File: config.mk
export PLATFORM = sky130hd
export DESIGN_NAME = debug_unit_top
export DESIGN_NICKNAME = d
export VERILOG_FILES = /design/src/common/debug_pkg.sv /design/src/design/program_loader.sv /design/src/debug_unit/command_fsm.sv /design/src/debug_unit/word_serializer.sv /design/src/design/debug_unit_top.sv
export VERILOG_INCLUDE_DIRS = /design/src /design/src/common
export SDC_FILE = /design/constraint.sdc
export NUM_CORES = 1
export LEC_CHECK = 0
export ABC_CLOCK_PERIOD_IN_PS = 2850
export BUFFER_PORTS_ARGS = -buffer_cell sky130_fd_sc_hd__buf_2
export CORE_ASPECT_RATIO = 2
export CORE_UTILIZATION = 49
export CTS_CLUSTER_SIZE = 40
export DETAILED_ROUTE_END_ITERATION = 10
export PLACE_DENSITY = 0.85
export SYNTH_ARGS = -nofsm -noshare
export SYNTH_HDL_FRONTEND = slang
export SYNTH_SLANG_ARGS = --single-unit
File: constraint.sdc
create_clock -name i_clock -period 2.85 [get_ports i_clock]
set_input_delay 0.57 -clock i_clock [delete_from_list [all_inputs] [get_ports i_clock]]
set_output_delay 0.57 -clock i_clock [all_outputs]
set_load 0.02 [all_outputs]
File: src/common/debug_params.svh
`ifndef DEBUG_PARAMS_SVH
`define DEBUG_PARAMS_SVH

// UART byte and data word
`define DU_DATA_W          8
`define DU_WORD_W          32
`define DU_BYTES_PER_WORD  4

// Instruction memory load
`define DU_IM_ADDR_W       32
`define DU_IM_BYTES        256

// Register bank dump
`define DU_RB_DEPTH        32
`define DU_RB_ADDR_W       5

// Data memory dump
`define DU_DM_DEPTH        32
`define DU_DM_ADDR_W       5

// Width of the state seen by the host side
`define DU_STATE_W         4

`endif

File: src/common/debug_pkg.sv
`include "debug_params.svh"

package debug_pkg;

    typedef logic [`DU_DATA_W-1:0] byte_t;
    typedef logic [`DU_WORD_W-1:0] word_t;

    // Encodings are visible on o_state
    typedef enum logic [`DU_STATE_W-1:0] {
        ST_IDLE     = 1,
        ST_WRITE_IM = 2,
        ST_READY    = 4,
        ST_RUN      = 5,
        ST_STEP     = 6,
        ST_DUMP_RB  = 7,
        ST_DUMP_DM  = 8,
        ST_DUMP_PC  = 9
    } state_e;

    // One-byte host opcodes
    typedef enum logic [`DU_DATA_W-1:0] {
        CMD_WRITE_IM     = 1,
        CMD_START        = 2,
        CMD_STEP_BY_STEP = 3,
        CMD_SEND_RB      = 4,
        CMD_SEND_DM      = 5,
        CMD_SEND_PC      = 6,
        CMD_STEP         = 7,
        CMD_CONTINUE     = 8
    } command_e;

    typedef enum logic [1:0] {
        SRC_PC = 2'd0,
        SRC_RB = 2'd1,
        SRC_DM = 2'd2
    } dump_src_e;

endpackage

File: src/design/program_loader.sv
`timescale 1ns/1ps
`include "debug_params.svh"

module program_loader
    import debug_pkg::*;
(
    input  logic                     i_clock,
    input  logic                     i_reset,
    input  logic                     i_start,
    input  logic                     i_rx_done,
    input  byte_t                    i_rx_data,
    output logic                     o_im_write_enable,
    output logic [`DU_IM_ADDR_W-1:0] o_im_addr,
    output byte_t                    o_im_data,
    output logic                     o_done
);

    localparam logic [`DU_IM_ADDR_W-1:0] LAST_ADDR = `DU_IM_ADDR_W'(`DU_IM_BYTES - 1);

    logic active;
    logic accept;

    // A byte may already arrive with the start pulse
    assign accept = (active || i_start) && i_rx_done;

    always_ff @(posedge i_clock) begin
        if (i_reset) begin
            active            <= 1'b0;
            o_im_write_enable <= 1'b0;
            o_im_addr         <= '0;
            o_done            <= 1'b0;
        end else begin
            o_im_write_enable <= accept;
            o_done            <= 1'b0;
            if (i_start)
                active <= 1'b1;
            // Address moves on after its write pulse
            if (o_im_write_enable) begin
                if (o_im_addr == LAST_ADDR) begin
                    o_im_addr <= '0;
                    active    <= 1'b0;
                    o_done    <= 1'b1;
                end else begin
                    o_im_addr <= o_im_addr + 1'b1;
                end
            end
        end
    end

    always_ff @(posedge i_clock) begin
        if (accept)
            o_im_data <= i_rx_data;
    end

endmodule

File: src/debug_unit/command_fsm.sv
`timescale 1ns/1ps
`include "debug_params.svh"

module command_fsm
    import debug_pkg::*;
(
    input  logic      i_clock,
    input  logic      i_reset,
    input  logic      i_rx_done,
    input  byte_t     i_rx_data,
    input  logic      i_hlt,
    input  logic      i_load_done,
    input  logic      i_dump_done,
    output logic      o_load_start,
    output logic      o_dump_start,
    output dump_src_e o_dump_src,
    output logic      o_core_enable,
    output logic      o_step_flag,
    output logic      o_step,
    output state_e    o_state
);

    state_e    next_state;
    command_e  cmd;
    logic      chain;           // Dumps belong to a step
    logic      next_chain;
    logic      next_load_start;
    logic      next_dump_start;
    dump_src_e next_dump_src;
    logic      next_step;
    logic      next_step_mode;

    assign cmd = command_e'(i_rx_data);

    // Core stays enabled through the post-step dumps
    assign next_step_mode = (next_state == ST_STEP) || next_chain;

    always_comb begin
        next_state      = o_state;
        next_chain      = chain;
        next_load_start = 1'b0;
        next_dump_start = 1'b0;
        next_dump_src   = o_dump_src;
        next_step       = 1'b0;

        case (o_state)
            ST_IDLE: begin
                if (i_rx_done) begin
                    case (cmd)
                        CMD_WRITE_IM: begin
                            next_state      = ST_WRITE_IM;
                            next_load_start = 1'b1;
                        end
                        CMD_SEND_PC: begin
                            next_state      = ST_DUMP_PC;
                            next_dump_start = 1'b1;
                            next_dump_src   = SRC_PC;
                        end
                        CMD_SEND_RB: begin
                            next_state      = ST_DUMP_RB;
                            next_dump_start = 1'b1;
                            next_dump_src   = SRC_RB;
                        end
                        CMD_SEND_DM: begin
                            next_state      = ST_DUMP_DM;
                            next_dump_start = 1'b1;
                            next_dump_src   = SRC_DM;
                        end
                        default: ;      // Ignored in idle
                    endcase
                end
            end
            ST_WRITE_IM: begin
                if (i_load_done)
                    next_state = ST_READY;
            end
            ST_READY: begin
                if (i_rx_done) begin
                    case (cmd)
                        CMD_START:        next_state = ST_RUN;
                        CMD_STEP_BY_STEP: next_state = ST_STEP;
                        default: ;
                    endcase
                end
            end
            ST_RUN: begin
                if (i_hlt)
                    next_state = ST_IDLE;
            end
            ST_STEP: begin
                // Halt wins over a command in the same cycle
                if (i_hlt) begin
                    next_state = ST_IDLE;
                end else if (i_rx_done) begin
                    case (cmd)
                        CMD_STEP: begin
                            next_state      = ST_DUMP_PC;
                            next_chain      = 1'b1;
                            next_step       = 1'b1;
                            next_dump_start = 1'b1;
                            next_dump_src   = SRC_PC;
                        end
                        CMD_CONTINUE: next_state = ST_RUN;
                        default: ;
                    endcase
                end
            end
            ST_DUMP_PC: begin
                if (i_dump_done) begin
                    if (chain) begin
                        next_state      = ST_DUMP_DM;   // PC, then DM
                        next_dump_start = 1'b1;
                        next_dump_src   = SRC_DM;
                    end else begin
                        next_state = ST_IDLE;
                    end
                end
            end
            ST_DUMP_DM: begin
                if (i_dump_done) begin
                    if (chain) begin
                        next_state      = ST_DUMP_RB;   // DM, then RB
                        next_dump_start = 1'b1;
                        next_dump_src   = SRC_RB;
                    end else begin
                        next_state = ST_IDLE;
                    end
                end
            end
            ST_DUMP_RB: begin
                if (i_dump_done) begin
                    next_state = chain ? ST_STEP : ST_IDLE;
                    next_chain = 1'b0;
                end
            end
            default: begin
                next_state = ST_IDLE;
                next_chain = 1'b0;
            end
        endcase
    end

    always_ff @(posedge i_clock) begin
        if (i_reset) begin
            o_state       <= ST_IDLE;
            chain         <= 1'b0;
            o_load_start  <= 1'b0;
            o_dump_start  <= 1'b0;
            o_dump_src    <= SRC_PC;
            o_core_enable <= 1'b0;
            o_step_flag   <= 1'b0;
            o_step        <= 1'b0;
        end else begin
            o_state       <= next_state;
            chain         <= next_chain;
            o_load_start  <= next_load_start;
            o_dump_start  <= next_dump_start;
            o_dump_src    <= next_dump_src;
            o_core_enable <= (next_state == ST_RUN) || next_step_mode;
            o_step_flag   <= next_step_mode;
            o_step        <= next_step;       // One pulse per STEP byte
        end
    end

endmodule

File: src/debug_unit/word_serializer.sv
`timescale 1ns/1ps
`include "debug_params.svh"

module word_serializer
    import debug_pkg::*;
(
    input  logic                     i_clock,
    input  logic                     i_reset,
    input  logic                     i_start,
    input  dump_src_e                i_src,
    input  logic                     i_tx_done,
    input  word_t                    i_pc_value,
    input  word_t                    i_rb_data,
    input  word_t                    i_dm_data,
    output logic                     o_tx_start,
    output byte_t                    o_tx_data,
    output logic                     o_rb_read_enable,
    output logic [`DU_RB_ADDR_W-1:0] o_rb_addr,
    output logic                     o_dm_read_enable,
    output logic                     o_dm_du_flag,
    output logic [`DU_DM_ADDR_W-1:0] o_dm_addr,
    output logic                     o_done
);

    localparam int IDX_W      = (`DU_RB_ADDR_W > `DU_DM_ADDR_W) ? `DU_RB_ADDR_W
                                                                : `DU_DM_ADDR_W;
    localparam int BYTE_IDX_W = $clog2(`DU_BYTES_PER_WORD);
    localparam logic [BYTE_IDX_W-1:0] LAST_BYTE = BYTE_IDX_W'(`DU_BYTES_PER_WORD - 1);

    logic                  active;
    dump_src_e             src;
    logic [IDX_W-1:0]      word_idx;
    logic [BYTE_IDX_W-1:0] byte_idx;
    logic [IDX_W-1:0]      last_word;
    logic                  last_byte_sent;
    word_t                 cur_word;
    byte_t                 cur_byte;

    // Last word index per source
    always_comb begin
        case (src)
            SRC_RB:  last_word = IDX_W'(`DU_RB_DEPTH - 1);
            SRC_DM:  last_word = IDX_W'(`DU_DM_DEPTH - 1);
            default: last_word = '0;    // PC is a single word
        endcase
    end

    always_comb begin
        case (src)
            SRC_RB:  cur_word = i_rb_data;
            SRC_DM:  cur_word = i_dm_data;
            default: cur_word = i_pc_value;
        endcase
    end

    // MSB first
    assign cur_byte = cur_word[(LAST_BYTE - byte_idx) * `DU_DATA_W +: `DU_DATA_W];

    assign last_byte_sent = active && i_tx_done && (byte_idx == LAST_BYTE)
                            && (word_idx == last_word);

    always_ff @(posedge i_clock) begin
        if (i_reset) begin
            active     <= 1'b0;
            src        <= SRC_PC;
            word_idx   <= '0;
            byte_idx   <= '0;
            o_tx_start <= 1'b0;
            o_done     <= 1'b0;
        end else begin
            o_done     <= last_byte_sent;
            o_tx_start <= active && !last_byte_sent;
            if (i_start) begin
                active   <= 1'b1;
                src      <= i_src;
                word_idx <= '0;
                byte_idx <= '0;
            end else if (active && i_tx_done) begin
                byte_idx <= byte_idx + 1'b1;    // Wraps after the LSB
                if (byte_idx == LAST_BYTE) begin
                    if (word_idx == last_word) begin
                        active   <= 1'b0;
                        word_idx <= '0;
                    end else begin
                        word_idx <= word_idx + 1'b1;
                    end
                end
            end
        end
    end

    // UART byte trails the counters by one cycle
    always_ff @(posedge i_clock) begin
        if (active)
            o_tx_data <= cur_byte;
    end

    assign o_rb_read_enable = active && (src == SRC_RB);
    assign o_dm_read_enable = active && (src == SRC_DM);
    assign o_dm_du_flag     = active && (src == SRC_DM);  // DM address from debug side
    assign o_rb_addr        = word_idx[`DU_RB_ADDR_W-1:0];
    assign o_dm_addr        = word_idx[`DU_DM_ADDR_W-1:0];

endmodule

File: src/design/debug_unit_top.sv
`timescale 1ns/1ps
`include "debug_params.svh"

module debug_unit_top
    import debug_pkg::*;
(
    input  logic                     i_clock,
    input  logic                     i_reset,
    input  logic                     i_hlt,
    input  logic                     i_rx_done,
    input  byte_t                    i_rx_data,
    input  logic                     i_tx_done,
    input  word_t                    i_pc_value,
    input  word_t                    i_rb_data,
    input  word_t                    i_dm_data,
    output logic                     o_tx_start,
    output byte_t                    o_tx_data,
    output logic                     o_im_write_enable,
    output logic [`DU_IM_ADDR_W-1:0] o_im_addr,
    output byte_t                    o_im_data,
    output logic                     o_rb_read_enable,
    output logic [`DU_RB_ADDR_W-1:0] o_rb_addr,
    output logic                     o_dm_read_enable,
    output logic                     o_dm_du_flag,
    output logic [`DU_DM_ADDR_W-1:0] o_dm_addr,
    output logic                     o_core_enable,
    output logic                     o_step_flag,
    output logic                     o_step,
    output logic [`DU_STATE_W-1:0]   o_state
);

    logic      load_start;
    logic      load_done;
    logic      dump_start;
    logic      dump_done;
    dump_src_e dump_src;
    state_e    state;

    assign o_state = state;

    command_fsm command_fsm_inst (
        .i_clock       (i_clock),
        .i_reset       (i_reset),
        .i_rx_done     (i_rx_done),
        .i_rx_data     (i_rx_data),
        .i_hlt         (i_hlt),
        .i_load_done   (load_done),
        .i_dump_done   (dump_done),
        .o_load_start  (load_start),
        .o_dump_start  (dump_start),
        .o_dump_src    (dump_src),
        .o_core_enable (o_core_enable),
        .o_step_flag   (o_step_flag),
        .o_step        (o_step),
        .o_state       (state)
    );

    program_loader program_loader_inst (
        .i_clock           (i_clock),
        .i_reset           (i_reset),
        .i_start           (load_start),
        .i_rx_done         (i_rx_done),
        .i_rx_data         (i_rx_data),
        .o_im_write_enable (o_im_write_enable),
        .o_im_addr         (o_im_addr),
        .o_im_data         (o_im_data),
        .o_done            (load_done)
    );

    word_serializer word_serializer_inst (
        .i_clock          (i_clock),
        .i_reset          (i_reset),
        .i_start          (dump_start),
        .i_src            (dump_src),
        .i_tx_done        (i_tx_done),
        .i_pc_value       (i_pc_value),
        .i_rb_data        (i_rb_data),
        .i_dm_data        (i_dm_data),
        .o_tx_start       (o_tx_start),
        .o_tx_data        (o_tx_data),
        .o_rb_read_enable (o_rb_read_enable),
        .o_rb_addr        (o_rb_addr),
        .o_dm_read_enable (o_dm_read_enable),
        .o_dm_du_flag     (o_dm_du_flag),
        .o_dm_addr        (o_dm_addr),
        .o_done           (dump_done)
    );

endmodule

==> impl_metrics.py, run 1 <==
metrics = {
    "run_status": {
        "status": "completed",
    },
    "sta": {
        "finalHoldViolCount": 0,
        "fin_skew_ns": 0.006240,
        "fin_crit_ns": 2.559,
        "worst_pin_slew_ns": 1.084,
        "timing.fmax_ghz": 0.3907,
        "setup_viol": 0,
        "slew_violations": 0,
        "fin_crit_sh_pct": 89.80,
        "rsz0062_at_grt": "false",
        "fin_setup_tns_ns": 0,
        "holdWs_ns": 0.4315,
        "maxSlewHeadroom_pct": 27.73,
    },
    "logic_synthesis": {
        "syn_inst": 498,
        "syn_area_um2": 4320,
        "synth.distinct_cells": 61,
        "synth_seq_cells": 75,
        "ys_seq_area_share_pct": 38.46,
        "synth-main-ff-cell": "dfxtp_1",
        "ys.warnings.count": 0,
        "avgSynthCellArea_um2": 8.675,
        "synthArstFlopShare_pct": 0,
        "synth-edff-count": 16,
        "syn_nets": 612,
    },
    "power_and_ir_drop": {
        "p_leak_nw": 2.411,
        "powerDensity_nw_per_um2": 430.1,
        "irDropWorstVdd_uv": 319.5,
        "power_w": 0.002364,
    },
    "setup_path": {
        "crit_path_max_fanout": 33,
        "critPathLaunchType": "flop",
        "path_class": "flop to output port",
        "worstReg2RegEnd": "word_serializer_inst.o_tx_data[5]",
        "cp-endpoint": "o_dm_read_enable",
        "cp.arrival_ns": 1.99,
        "reg2reg_slack_ns": 0.42,
        "crit_required_ns": 2.28,
        "ff2ff_path_depth": 5,
        "critPathLaunch": "word_serializer_inst.src[0]",
        "end_kind": "output port",
        "rr_startpoint": "word_serializer_inst.src[1]",
    },
    "clock_tree": {
        "clock_latency_ns": 0.33,
        "cts_tree": "yes",
        "cts_buffers": 9,
        "path_clk_slew_ns": 0.06,
        "clockBufferDepth": 2,
        "cts_setup_buffers": 0,
        "cts.hold.buffers_added": 0,
        "htreeDepth": 3,
        "root_buffer": "clkbuf_16",
        "ctsResizeCount": 0,
        "cts.sinks": 75,
    },
    "global_route": {
        "grt_pass1_vias": 4153,
        "track_usage_pct": 27.34,
        "grt-ovfl-total": 0,
        "grt_pass1_wl_um": 18790,
        "grt_max_degree": 35,
        "antenna_found_initial": 1,
    },
    "layout": {
        "syn_to_final_growth_pct": 27.25,
        "stdcell_area_um2": 5498,
        "final_cell_mix": "buf_2 (178), dfxtp_1 (59), nand2_1 (57)",
        "drive_above_1_share_pct": 33.43,
        "final_common_cell": "buf_2",
        "stdcell_count": 759,
        "fin_nets": 767,
    },
    "floorplanning": {
        "ios": 179,
        "rows": 48,
        "die_h_um": 134.8,
        "die_w_um": 68.40,
        "start_util_pct": 50.31,
        "die-area_um2": 9219,
        "core_um2": 8588,
    },
    "route": {
        "vias_per_cell": 5.746,
        "postRouteAntennaNets": 0,
        "drt_wl_total_um": 12270,
        "drtIter0Drc": 270,
        "drt_first_pass_iters": 4,
        "drc_errors": 0,
        "vias": 4361,
        "wl_per_cell_um": 16.17,
    },
    "placement": {
        "gp_congestion": 0.9336,
        "post_dp_cell_area_um2": 5200,
        "hpwlAfterDp_um": 9506,
        "placedCellCount": 742,
        "portBuffers": 178,
    },
    "hold_path": {
        "hold_class": "input pin to flop",
    },
    "job": {
        "maxCapViolCount": 0,
    },
}
## critical path: stages (launching register included)
cell and delay (ns):
dfxtp_1 0.33, inv_1 0.06, ha_1 0.85, and2_1 0.24, buf_2 0.16
## flip-flops by register name, indices dropped and copies added, names as in the netlist, 2 cells and up
register                        count
command_fsm_inst.o_state            4
word_serializer_inst.byte_idx       2
program_loader_inst.o_im_data       8
word_serializer_inst.o_tx_data      8
command_fsm_inst.o_dump_src         2
program_loader_inst.o_im_addr      32
word_serializer_inst.src            2
word_serializer_inst.o_dm_addr      5
## logic make-up after synthesis
group / after synthesis / share of synthesized area [%]
AND/OR/NAND/NOR: 209 / 25.20
adder cells (fa/ha/maj): 5 / 1.448
AO/OA/AOI/OAI: 111 / 17.12
buffers and inverters: 49 / 5.126
XOR/XNOR: 35 / 7.095
multiplexers: 14 / 5.560
flip-flops: 75 / 38.46
## Yosys cell counts, types with 3 or more instances
cell | instances | share of area, %
or3_1 | 3 | 0.43
nand2b_1 | 3 | 0.43
nor3_1 | 11 | 1.3
nand2_1 | 57 | 5.0
a21boi_0 | 4 | 0.70
buf_4 | 6 | 1.0
buf_2 | 6 | 0.70
nor2_1 | 54 | 4.7
xnor2_1 | 8 | 1.6
buf_1 | 4 | 0.35
mux2i_1 | 6 | 1.4
clkbuf_1 | 21 | 1.8
dfxtp_1 | 59 | 27
nor2b_1 | 7 | 1.0
o21ai_0 | 42 | 4.9
inv_1 | 11 | 0.96
edfxtp_1 | 16 | 11
a22oi_1 | 32 | 5.6
nand3_1 | 18 | 2.1
and3_1 | 8 | 1.2
nand4_1 | 12 | 1.7
a21oi_1 | 10 | 1.2
o31ai_1 | 3 | 0.52
ha_1 | 5 | 1.4
nor4_1 | 9 | 1.3
a31oi_1 | 4 | 0.58
and4_1 | 5 | 1.0
xor2_1 | 27 | 5.5
and2_1 | 3 | 0.43
mux4_2 | 8 | 4.2
## worst min-delay path by stage
stage	start	end	slack, ns	cells past startpoint
6_report	i_rx_data[6]	program_loader_inst.o_im_data[6]	0.43	1
5_1_grt	i_rx_data[4]	program_loader_inst.o_im_data[4]	0.42	1
4_1_cts	i_rx_data[6]	program_loader_inst.o_im_data[6]	0.43	1
3_5_place_dp	command_fsm_inst.o_dump_src[1]	command_fsm_inst.o_dump_src[1]	0.47	2
3_3_place_gp	program_loader_inst.active	program_loader_inst.active	0.45	2
2_1_floorplan	program_loader_inst.active	program_loader_inst.active	0.44	2
## per-stage QoR
stage / utilization [%] / worst slack (ns)
3_5_place_dp: 60.55 / 0.4503
6_report: 64.02 / 0.2907
5_1_grt: 64.02 / 0.1204
3_3_place_gp: 60.55 / 0.5143
2_1_floorplan: - / 0.6515
4_1_cts: 63.99 / 0.2985
## layer usage
metal  GRT usage [%]  share of wire, %
met5               0                 0
met1           25.57                34
met3           4.645               5.8
met2           51.58                55
met4           15.86               5.5
## cell type report
type | instances | area (µm²)
Fill cell | 706 | 3090
Multi-Input combinational cell | 374 | 2451
Sequential cell | 75 | 1662
Timing Repair Buffer | 182 | 920.9
Clock buffer | 11 | 242.7
Tap cell | 100 | 125.1
Clock inverter | 5 | 52.55
Inverter | 11 | 41.29
Antenna cell | 1 | 2.502
## power breakdown
part,internal [W],total (W),switching [W]
Sequential,0.00108,0.00109,0.00000133
Combinational,0.0000805,0.000158,0.0000770
Clock,0.000697,0.00112,0.000424
Power figures use the tool's default switching activity.
==> run 2: changes to the inputs <==
--- a/config.mk
+++ b/config.mk
@@ -6,7 +6,7 @@
 export SDC_FILE = /design/constraint.sdc
 export NUM_CORES = 1
 export LEC_CHECK = 0
-export ABC_CLOCK_PERIOD_IN_PS = 2850
+export ABC_CLOCK_PERIOD_IN_PS = 2860
 export BUFFER_PORTS_ARGS = -buffer_cell sky130_fd_sc_hd__buf_2
 export CORE_ASPECT_RATIO = 2
 export CORE_UTILIZATION = 49
==> constraint.sdc (replaced) <==
create_clock -name i_clock -period 2.86 [get_ports i_clock]
set_input_delay 0.572 -clock i_clock [delete_from_list [all_inputs] [get_ports i_clock]]
set_output_delay 0.572 -clock i_clock [all_outputs]
set_load 0.02 [all_outputs]
==> impl_metrics.py, run 2 (synthesis gave the netlist of run 1 again) <==
metrics = {
    "global_route": {
        "antenna_found_initial": 0,
        "grt_pass1_vias": 4189,
        "track_usage_pct": 27.58,
        "grt_pass1_wl_um": 18840,
        "grt_max_degree": 34,
        "grt-ovfl-total": 0,
    },
    "route": {
        "drt_first_pass_iters": 5,
        "drc_errors": 0,
        "postRouteAntennaNets": 0,
        "vias": 4381,
        "wl_per_cell_um": 16.06,
        "drt_wl_total_um": 12210,
        "drtIter0Drc": 375,
        "vias_per_cell": 5.764,
    },
    "power_and_ir_drop": {
        "clock_power_share_pct": 47.6,
        "swShare_pct": 21.30,
        "powerDensity_nw_per_um2": 428.0,
        "p_leak_nw": 2.423,
        "intPower_w": 0.001859,
        "seqPwrFrac_pct": 45.8,
        "p_switching_w": 0.0005031,
        "power.share.combinational_pct": 6.6,
        "power_w": 0.002362,
        "irDropWorstVdd_uv": 290.8,
    },
    "clock_tree": {
        "cts.sinks": 75,
        "ctsResizeCount": 0,
        "path_clk_slew_ns": 0.06,
        "cts_buffers": 9,
        "cts.hold.buffers_added": 0,
        "clockBufferDepth": 2,
        "cts_tree": "yes",
        "htreeDepth": 3,
        "clock_latency_ns": 0.33,
        "root_buffer": "clkbuf_16",
        "cts_setup_buffers": 0,
    },
    "layout": {
        "syn_to_final_growth_pct": 27.74,
        "fin_nets": 769,
        "final_cell_mix": "buf_2 (178), dfxtp_1 (59), nand2_1 (57)",
        "largest_reg_flops": 32,
        "diodes": 0,
        "stdcell_area_um2": 5519,
        "drive_above_1_share_pct": 33.94,
        "final_common_cell": "buf_2",
        "regMostFlops": "program_loader_inst.o_im_addr",
        "stdcell_count": 760,
        "reg_top3": "program_loader_inst.o_im_addr: 32 flops, program_loader_inst.o_im_data: 8 flops, word_serializer_inst.o_tx_data: 8 flops",
    },
    "sta": {
        "worst_pin_slew_ns": 1.073,
        "slew_violations": 0,
        "holdWs_ns": 0.4358,
        "maxSlewHeadroom_pct": 28.45,
        "fin_crit_ns": 2.570,
        "fin_setup_tns_ns": 0,
        "timing.fmax_ghz": 0.3891,
        "finalHoldViolCount": 0,
        "fin_skew_ns": 0.005742,
        "rsz0062_at_grt": "false",
        "fin_crit_sh_pct": 89.87,
        "setup_viol": 0,
    },
    "floorplanning": {
        "rows": 48,
        "die_h_um": 134.8,
        "die_w_um": 68.40,
        "die-area_um2": 9219,
        "core_um2": 8588,
        "start_util_pct": 50.31,
        "ios": 179,
    },
    "placement": {
        "hpwlAfterDp_um": 9530,
        "placedCellCount": 744,
        "gp_congestion": 0.9548,
        "post_dp_cell_area_um2": 5215,
        "portBuffers": 178,
    },
    "setup_path": {
        "rr_startpoint": "word_serializer_inst.src[0]",
        "cp-endpoint": "o_dm_read_enable",
        "crit_path_max_fanout": 33,
        "path_class": "flop to output port",
        "crit_required_ns": 2.29,
        "reg2reg_slack_ns": 0.38,
        "cp.arrival_ns": 2.00,
        "critPathLaunchType": "flop",
        "critPathLaunch": "word_serializer_inst.src[0]",
        "worstReg2RegEnd": "word_serializer_inst.o_tx_data[5]",
        "end_kind": "output port",
        "ff2ff_path_depth": 5,
    },
    "job": {
        "maxCapViolCount": 0,
    },
    "run_status": {
        "status": "completed",
    },
    "hold_path": {
        "hold_class": "input pin to flop",
    },
}
## run 2: changes by cell type in the layout (fill, tap and decap cells not counted)
cell,change
clkinvlp_4,+1
clkbuf_1,-1
clkinv_1,-1
buf_4,+2
diode_2,-1
clkinv_4,+1
## run 2: critical path, cell delays in order, from the launching register on
cell and delay (ns):
dfxtp_1 0.33, inv_1 0.06, ha_1 0.86, and2_1 0.25, buf_2 0.17
## run 2: metrics by stage
step | setup WS (ns) | utilization [%]
finish | 0.2897 | 64.26
global route | 0.1505 | 64.26
CTS | 0.2743 | 64.26
detailed placement | 0.4773 | 60.72
global placement | 0.5260 | 60.72
floorplan | 0.6595 | -
## run 2: cell type report
cell class                      count  area, µm²
Multi-Input combinational cell    374       2451
Fill cell                         716       3069
Tap cell                          100      125.1
Inverter                           11      41.29
Sequential cell                    75       1662
Clock inverter                      6      65.06
Timing Repair Buffer              184      935.9
Clock buffer                       10      239.0
## run 2: worst min path at each step
stage                                          start  cells past startpoint                          endpoint  slack, ns
after floorplan           program_loader_inst.active                      2        program_loader_inst.active       0.44
after global placement    program_loader_inst.active                      2        program_loader_inst.active       0.45
after detailed placement  program_loader_inst.active                      2        program_loader_inst.active       0.47
after CTS                               i_rx_data[4]                      1  program_loader_inst.o_im_data[4]       0.42
after global routing                    i_rx_data[4]                      1  program_loader_inst.o_im_data[4]       0.42
final                                   i_rx_data[4]                      1  program_loader_inst.o_im_data[4]       0.44
## run 2: routing by layer
| metal | up-vias | GRT usage (%) | wire length, µm |
|---|---|---|---|
| met2 | 242 | 51.14 | 6689 |
| li1 | 2108 | - | - |
| met5 | - | 0 | 0 |
| met1 | 1981 | 25.36 | 4160 |
| met3 | 50 | 4.561 | 650 |
| met4 | 0 | 18.98 | 704 |
## run 2: power by group through the flow
| stage | Combinational [W] | Sequential, W | Clock [W] |
|---|---|---|---|
| final | 0.000156 | 0.00108 | 0.00112 |
| after global routing | 0.000168 | 0.00108 | 0.00120 |
| after CTS | 0.000155 | 0.00108 | 0.00114 |
| after detailed placement | 0.000154 | 0.00111 | 0 |
| after global placement | 0.000151 | 0.00111 | 0 |
| after floorplan | 0.0000574 | 0.00111 | 0 |
==> run 3: changes to the inputs <==
--- a/config.mk
+++ b/config.mk
@@ -9,10 +9,11 @@
 export ABC_CLOCK_PERIOD_IN_PS = 2860
 export BUFFER_PORTS_ARGS = -buffer_cell sky130_fd_sc_hd__buf_2
 export CORE_ASPECT_RATIO = 2
-export CORE_UTILIZATION = 49
+export CORE_UTILIZATION = 50
+export CTS_BUF_LIST = sky130_fd_sc_hd__clkbuf_4
 export CTS_CLUSTER_SIZE = 40
 export DETAILED_ROUTE_END_ITERATION = 10
-export PLACE_DENSITY = 0.85
+export PLACE_DENSITY = 0.87
 export SYNTH_ARGS = -nofsm -noshare
 export SYNTH_HDL_FRONTEND = slang
 export SYNTH_SLANG_ARGS = --single-unit
==> impl_metrics.py, run 3 (synthesis gave the netlist of run 1 again) <==
metrics = {
    "run_status": {
        "status": "completed",
    },
    "placement": {
        "hpwlAfterDp_um": 9511,
        "place_worst_setup_slack_ns": 0.3006,
        "gp_congestion": 0.8906,
        "portBuffers": 178,
    },
    "sta": {
        "fin_crit_sh_pct": 81.91,
        "fin_setup_tns_ns": 0,
        "finalHoldViolCount": 0,
        "setup_viol": 0,
        "maxSlewHeadroom_pct": 50.40,
        "fin_skew_ns": 0.01931,
        "fin_crit_ns": 2.343,
        "rsz0062_at_grt": "false",
        "slew_violations": 0,
        "worst_pin_slew_ns": 0.7362,
        "timing.fmax_ghz": 0.4269,
        "setup_slack_ns": 0.5174,
    },
    "setup_path": {
        "crit_chain": "inv_1, ha_2, and2_1, buf_2",
        "ff2ff_path_depth": 5,
        "end_kind": "output port",
        "crit_path_max_fanout": 33,
        "worstReg2RegEnd": "word_serializer_inst.o_tx_data[3]",
        "rr_startpoint": "word_serializer_inst.src[1]",
        "path_class": "flop to output port",
        "crit_required_ns": 2.29,
        "critPathLaunchType": "flop",
        "cp.arrival_ns": 1.77,
        "cpMaxStageDelayCell": "ha_2",
        "reg2reg_slack_ns": 0.59,
        "cp_slowest_stage_delay_ns": 0.55,
    },
    "floorplanning": {
        "die_h_um": 133.5,
        "start_util_pct": 51.74,
        "rows": 47,
        "core_um2": 8351,
        "die-area_um2": 9039,
        "ios": 179,
        "die_w_um": 67.73,
    },
    "power_and_ir_drop": {
        "powerDensity_nw_per_um2": 336.9,
        "irDropWorstVdd_uv": 158.5,
        "power_w": 0.001794,
        "p_leak_nw": 2.334,
    },
    "route": {
        "wl_per_cell_um": 15.90,
        "postRouteAntennaNets": 0,
        "vias_per_cell": 5.797,
        "drc_errors": 0,
        "drtIter0Drc": 329,
        "vias": 4388,
        "drt_first_pass_iters": 5,
        "drt_wl_total_um": 12040,
    },
    "global_route": {
        "grt-ovfl-total": 0,
        "grt_pass1_wl_um": 18540,
        "grt_max_degree": 67,
        "antenna_found_initial": 1,
        "track_usage_pct": 27.67,
        "grt_pass1_vias": 4203,
    },
    "hold_path": {
        "min-delay-start": "i_rx_data[5]",
        "holdPathEnd": "program_loader_inst.o_im_data[5]",
        "hold_path_depth": 1,
        "hold_class": "input pin to flop",
    },
    "layout": {
        "reg_top3": "program_loader_inst.o_im_addr: 32 flops, program_loader_inst.o_im_data: 8 flops, word_serializer_inst.o_tx_data: 8 flops",
        "final_cell_mix": "buf_2 (178), dfxtp_1 (59), nand2_1 (57)",
        "regMostFlops": "program_loader_inst.o_im_addr",
        "drive_above_1_share_pct": 33.74,
        "fin_nets": 767,
        "syn_to_final_growth_pct": 23.26,
        "largest_reg_flops": 32,
        "final_common_cell": "buf_2",
        "final_util_pct": 63.77,
    },
    "job": {
        "maxCapViolCount": 0,
    },
    "clock_tree": {
        "clock_latency_ns": 0.44,
        "cts_setup_buffers": 0,
        "cts.sinks": 75,
        "clockBufferDepth": 2,
        "root_buffer": "clkbuf_4",
        "cts_buffers": 9,
        "path_clk_slew_ns": 0.11,
        "htreeDepth": 3,
        "cts.hold.buffers_added": 0,
        "cts_tree": "yes",
    },
}
## run 3: critical path: cells and delay by family, from the launching register on
kind          cells  cell delay, ns
buf+inv           2            0.23
simple gates      1            0.22
fa+ha+maj         1            0.55
flops             1            0.35
## run 3: routing by layer
layer	routed length, µm	track usage, %	part of all wire (%)	up-vias
met5	0	0	0	-
met4	772	20.09	6.4	0
met3	700	4.709	5.8	46
met2	6536	50.83	54	222
met1	4031	25.28	33	2006
li1	-	-	-	2114
## run 3: how the worst max path moves through the flow
| stage | startpoint | endpoint | slack, ns | cells after the start |
|---|---|---|---|---|
| 3_3_place_gp | i_rx_data[5] | command_fsm_inst.o_core_enable | 0.52 | 7 |
| 3_5_place_dp | word_serializer_inst.src[1] | word_serializer_inst.o_tx_data[3] | 0.30 | 5 |
| 6_report | word_serializer_inst.src[0] | o_dm_read_enable | 0.52 | 4 |
| 2_1_floorplan | i_rx_data[5] | command_fsm_inst.o_core_enable | 0.66 | 7 |
| 5_1_grt | word_serializer_inst.src[1] | o_rb_read_enable | 0.36 | 4 |
| 4_1_cts | word_serializer_inst.src[0] | o_dm_read_enable | 0.14 | 4 |
## run 3: final cells by class
cell class / count / area [µm²]
Multi-Input combinational cell: 374 / 2456
Clock inverter: 7 / 40.04
Clock buffer: 9 / 67.56
Inverter: 11 / 41.29
Fill cell: 678 / 3025
Tap cell: 98 / 122.6
Antenna cell: 1 / 2.502
Sequential cell: 75 / 1662
Timing Repair Buffer: 182 / 933.4
## run 3: stage by stage
| step | instances | area (µm²) | hold slack, ns |
|---|---|---|---|
| global route | 757 | 5325 | 0.3014 |
| floorplan | 498 | 4320 | 0.4367 |
| CTS | 756 | 5318 | 0.2957 |
| detailed placement | 740 | 5210 | 0.4600 |
| global placement | 740 | 5210 | 0.4555 |
| finish | 757 | 5325 | 0.3348 |
## run 3: where the power goes
group | internal (W) | switching (W)
clock | 0.000176 | 0.000380
combinational | 0.0000803 | 0.0000760
sequential | 0.00108 | 0.00000138
## run 3: repair_timing
action                                  4_1_cts  5_1_grt
resized for setup                             0        2
hold endpoints to repair                      0        0
endpoints found under the setup margin        0        3
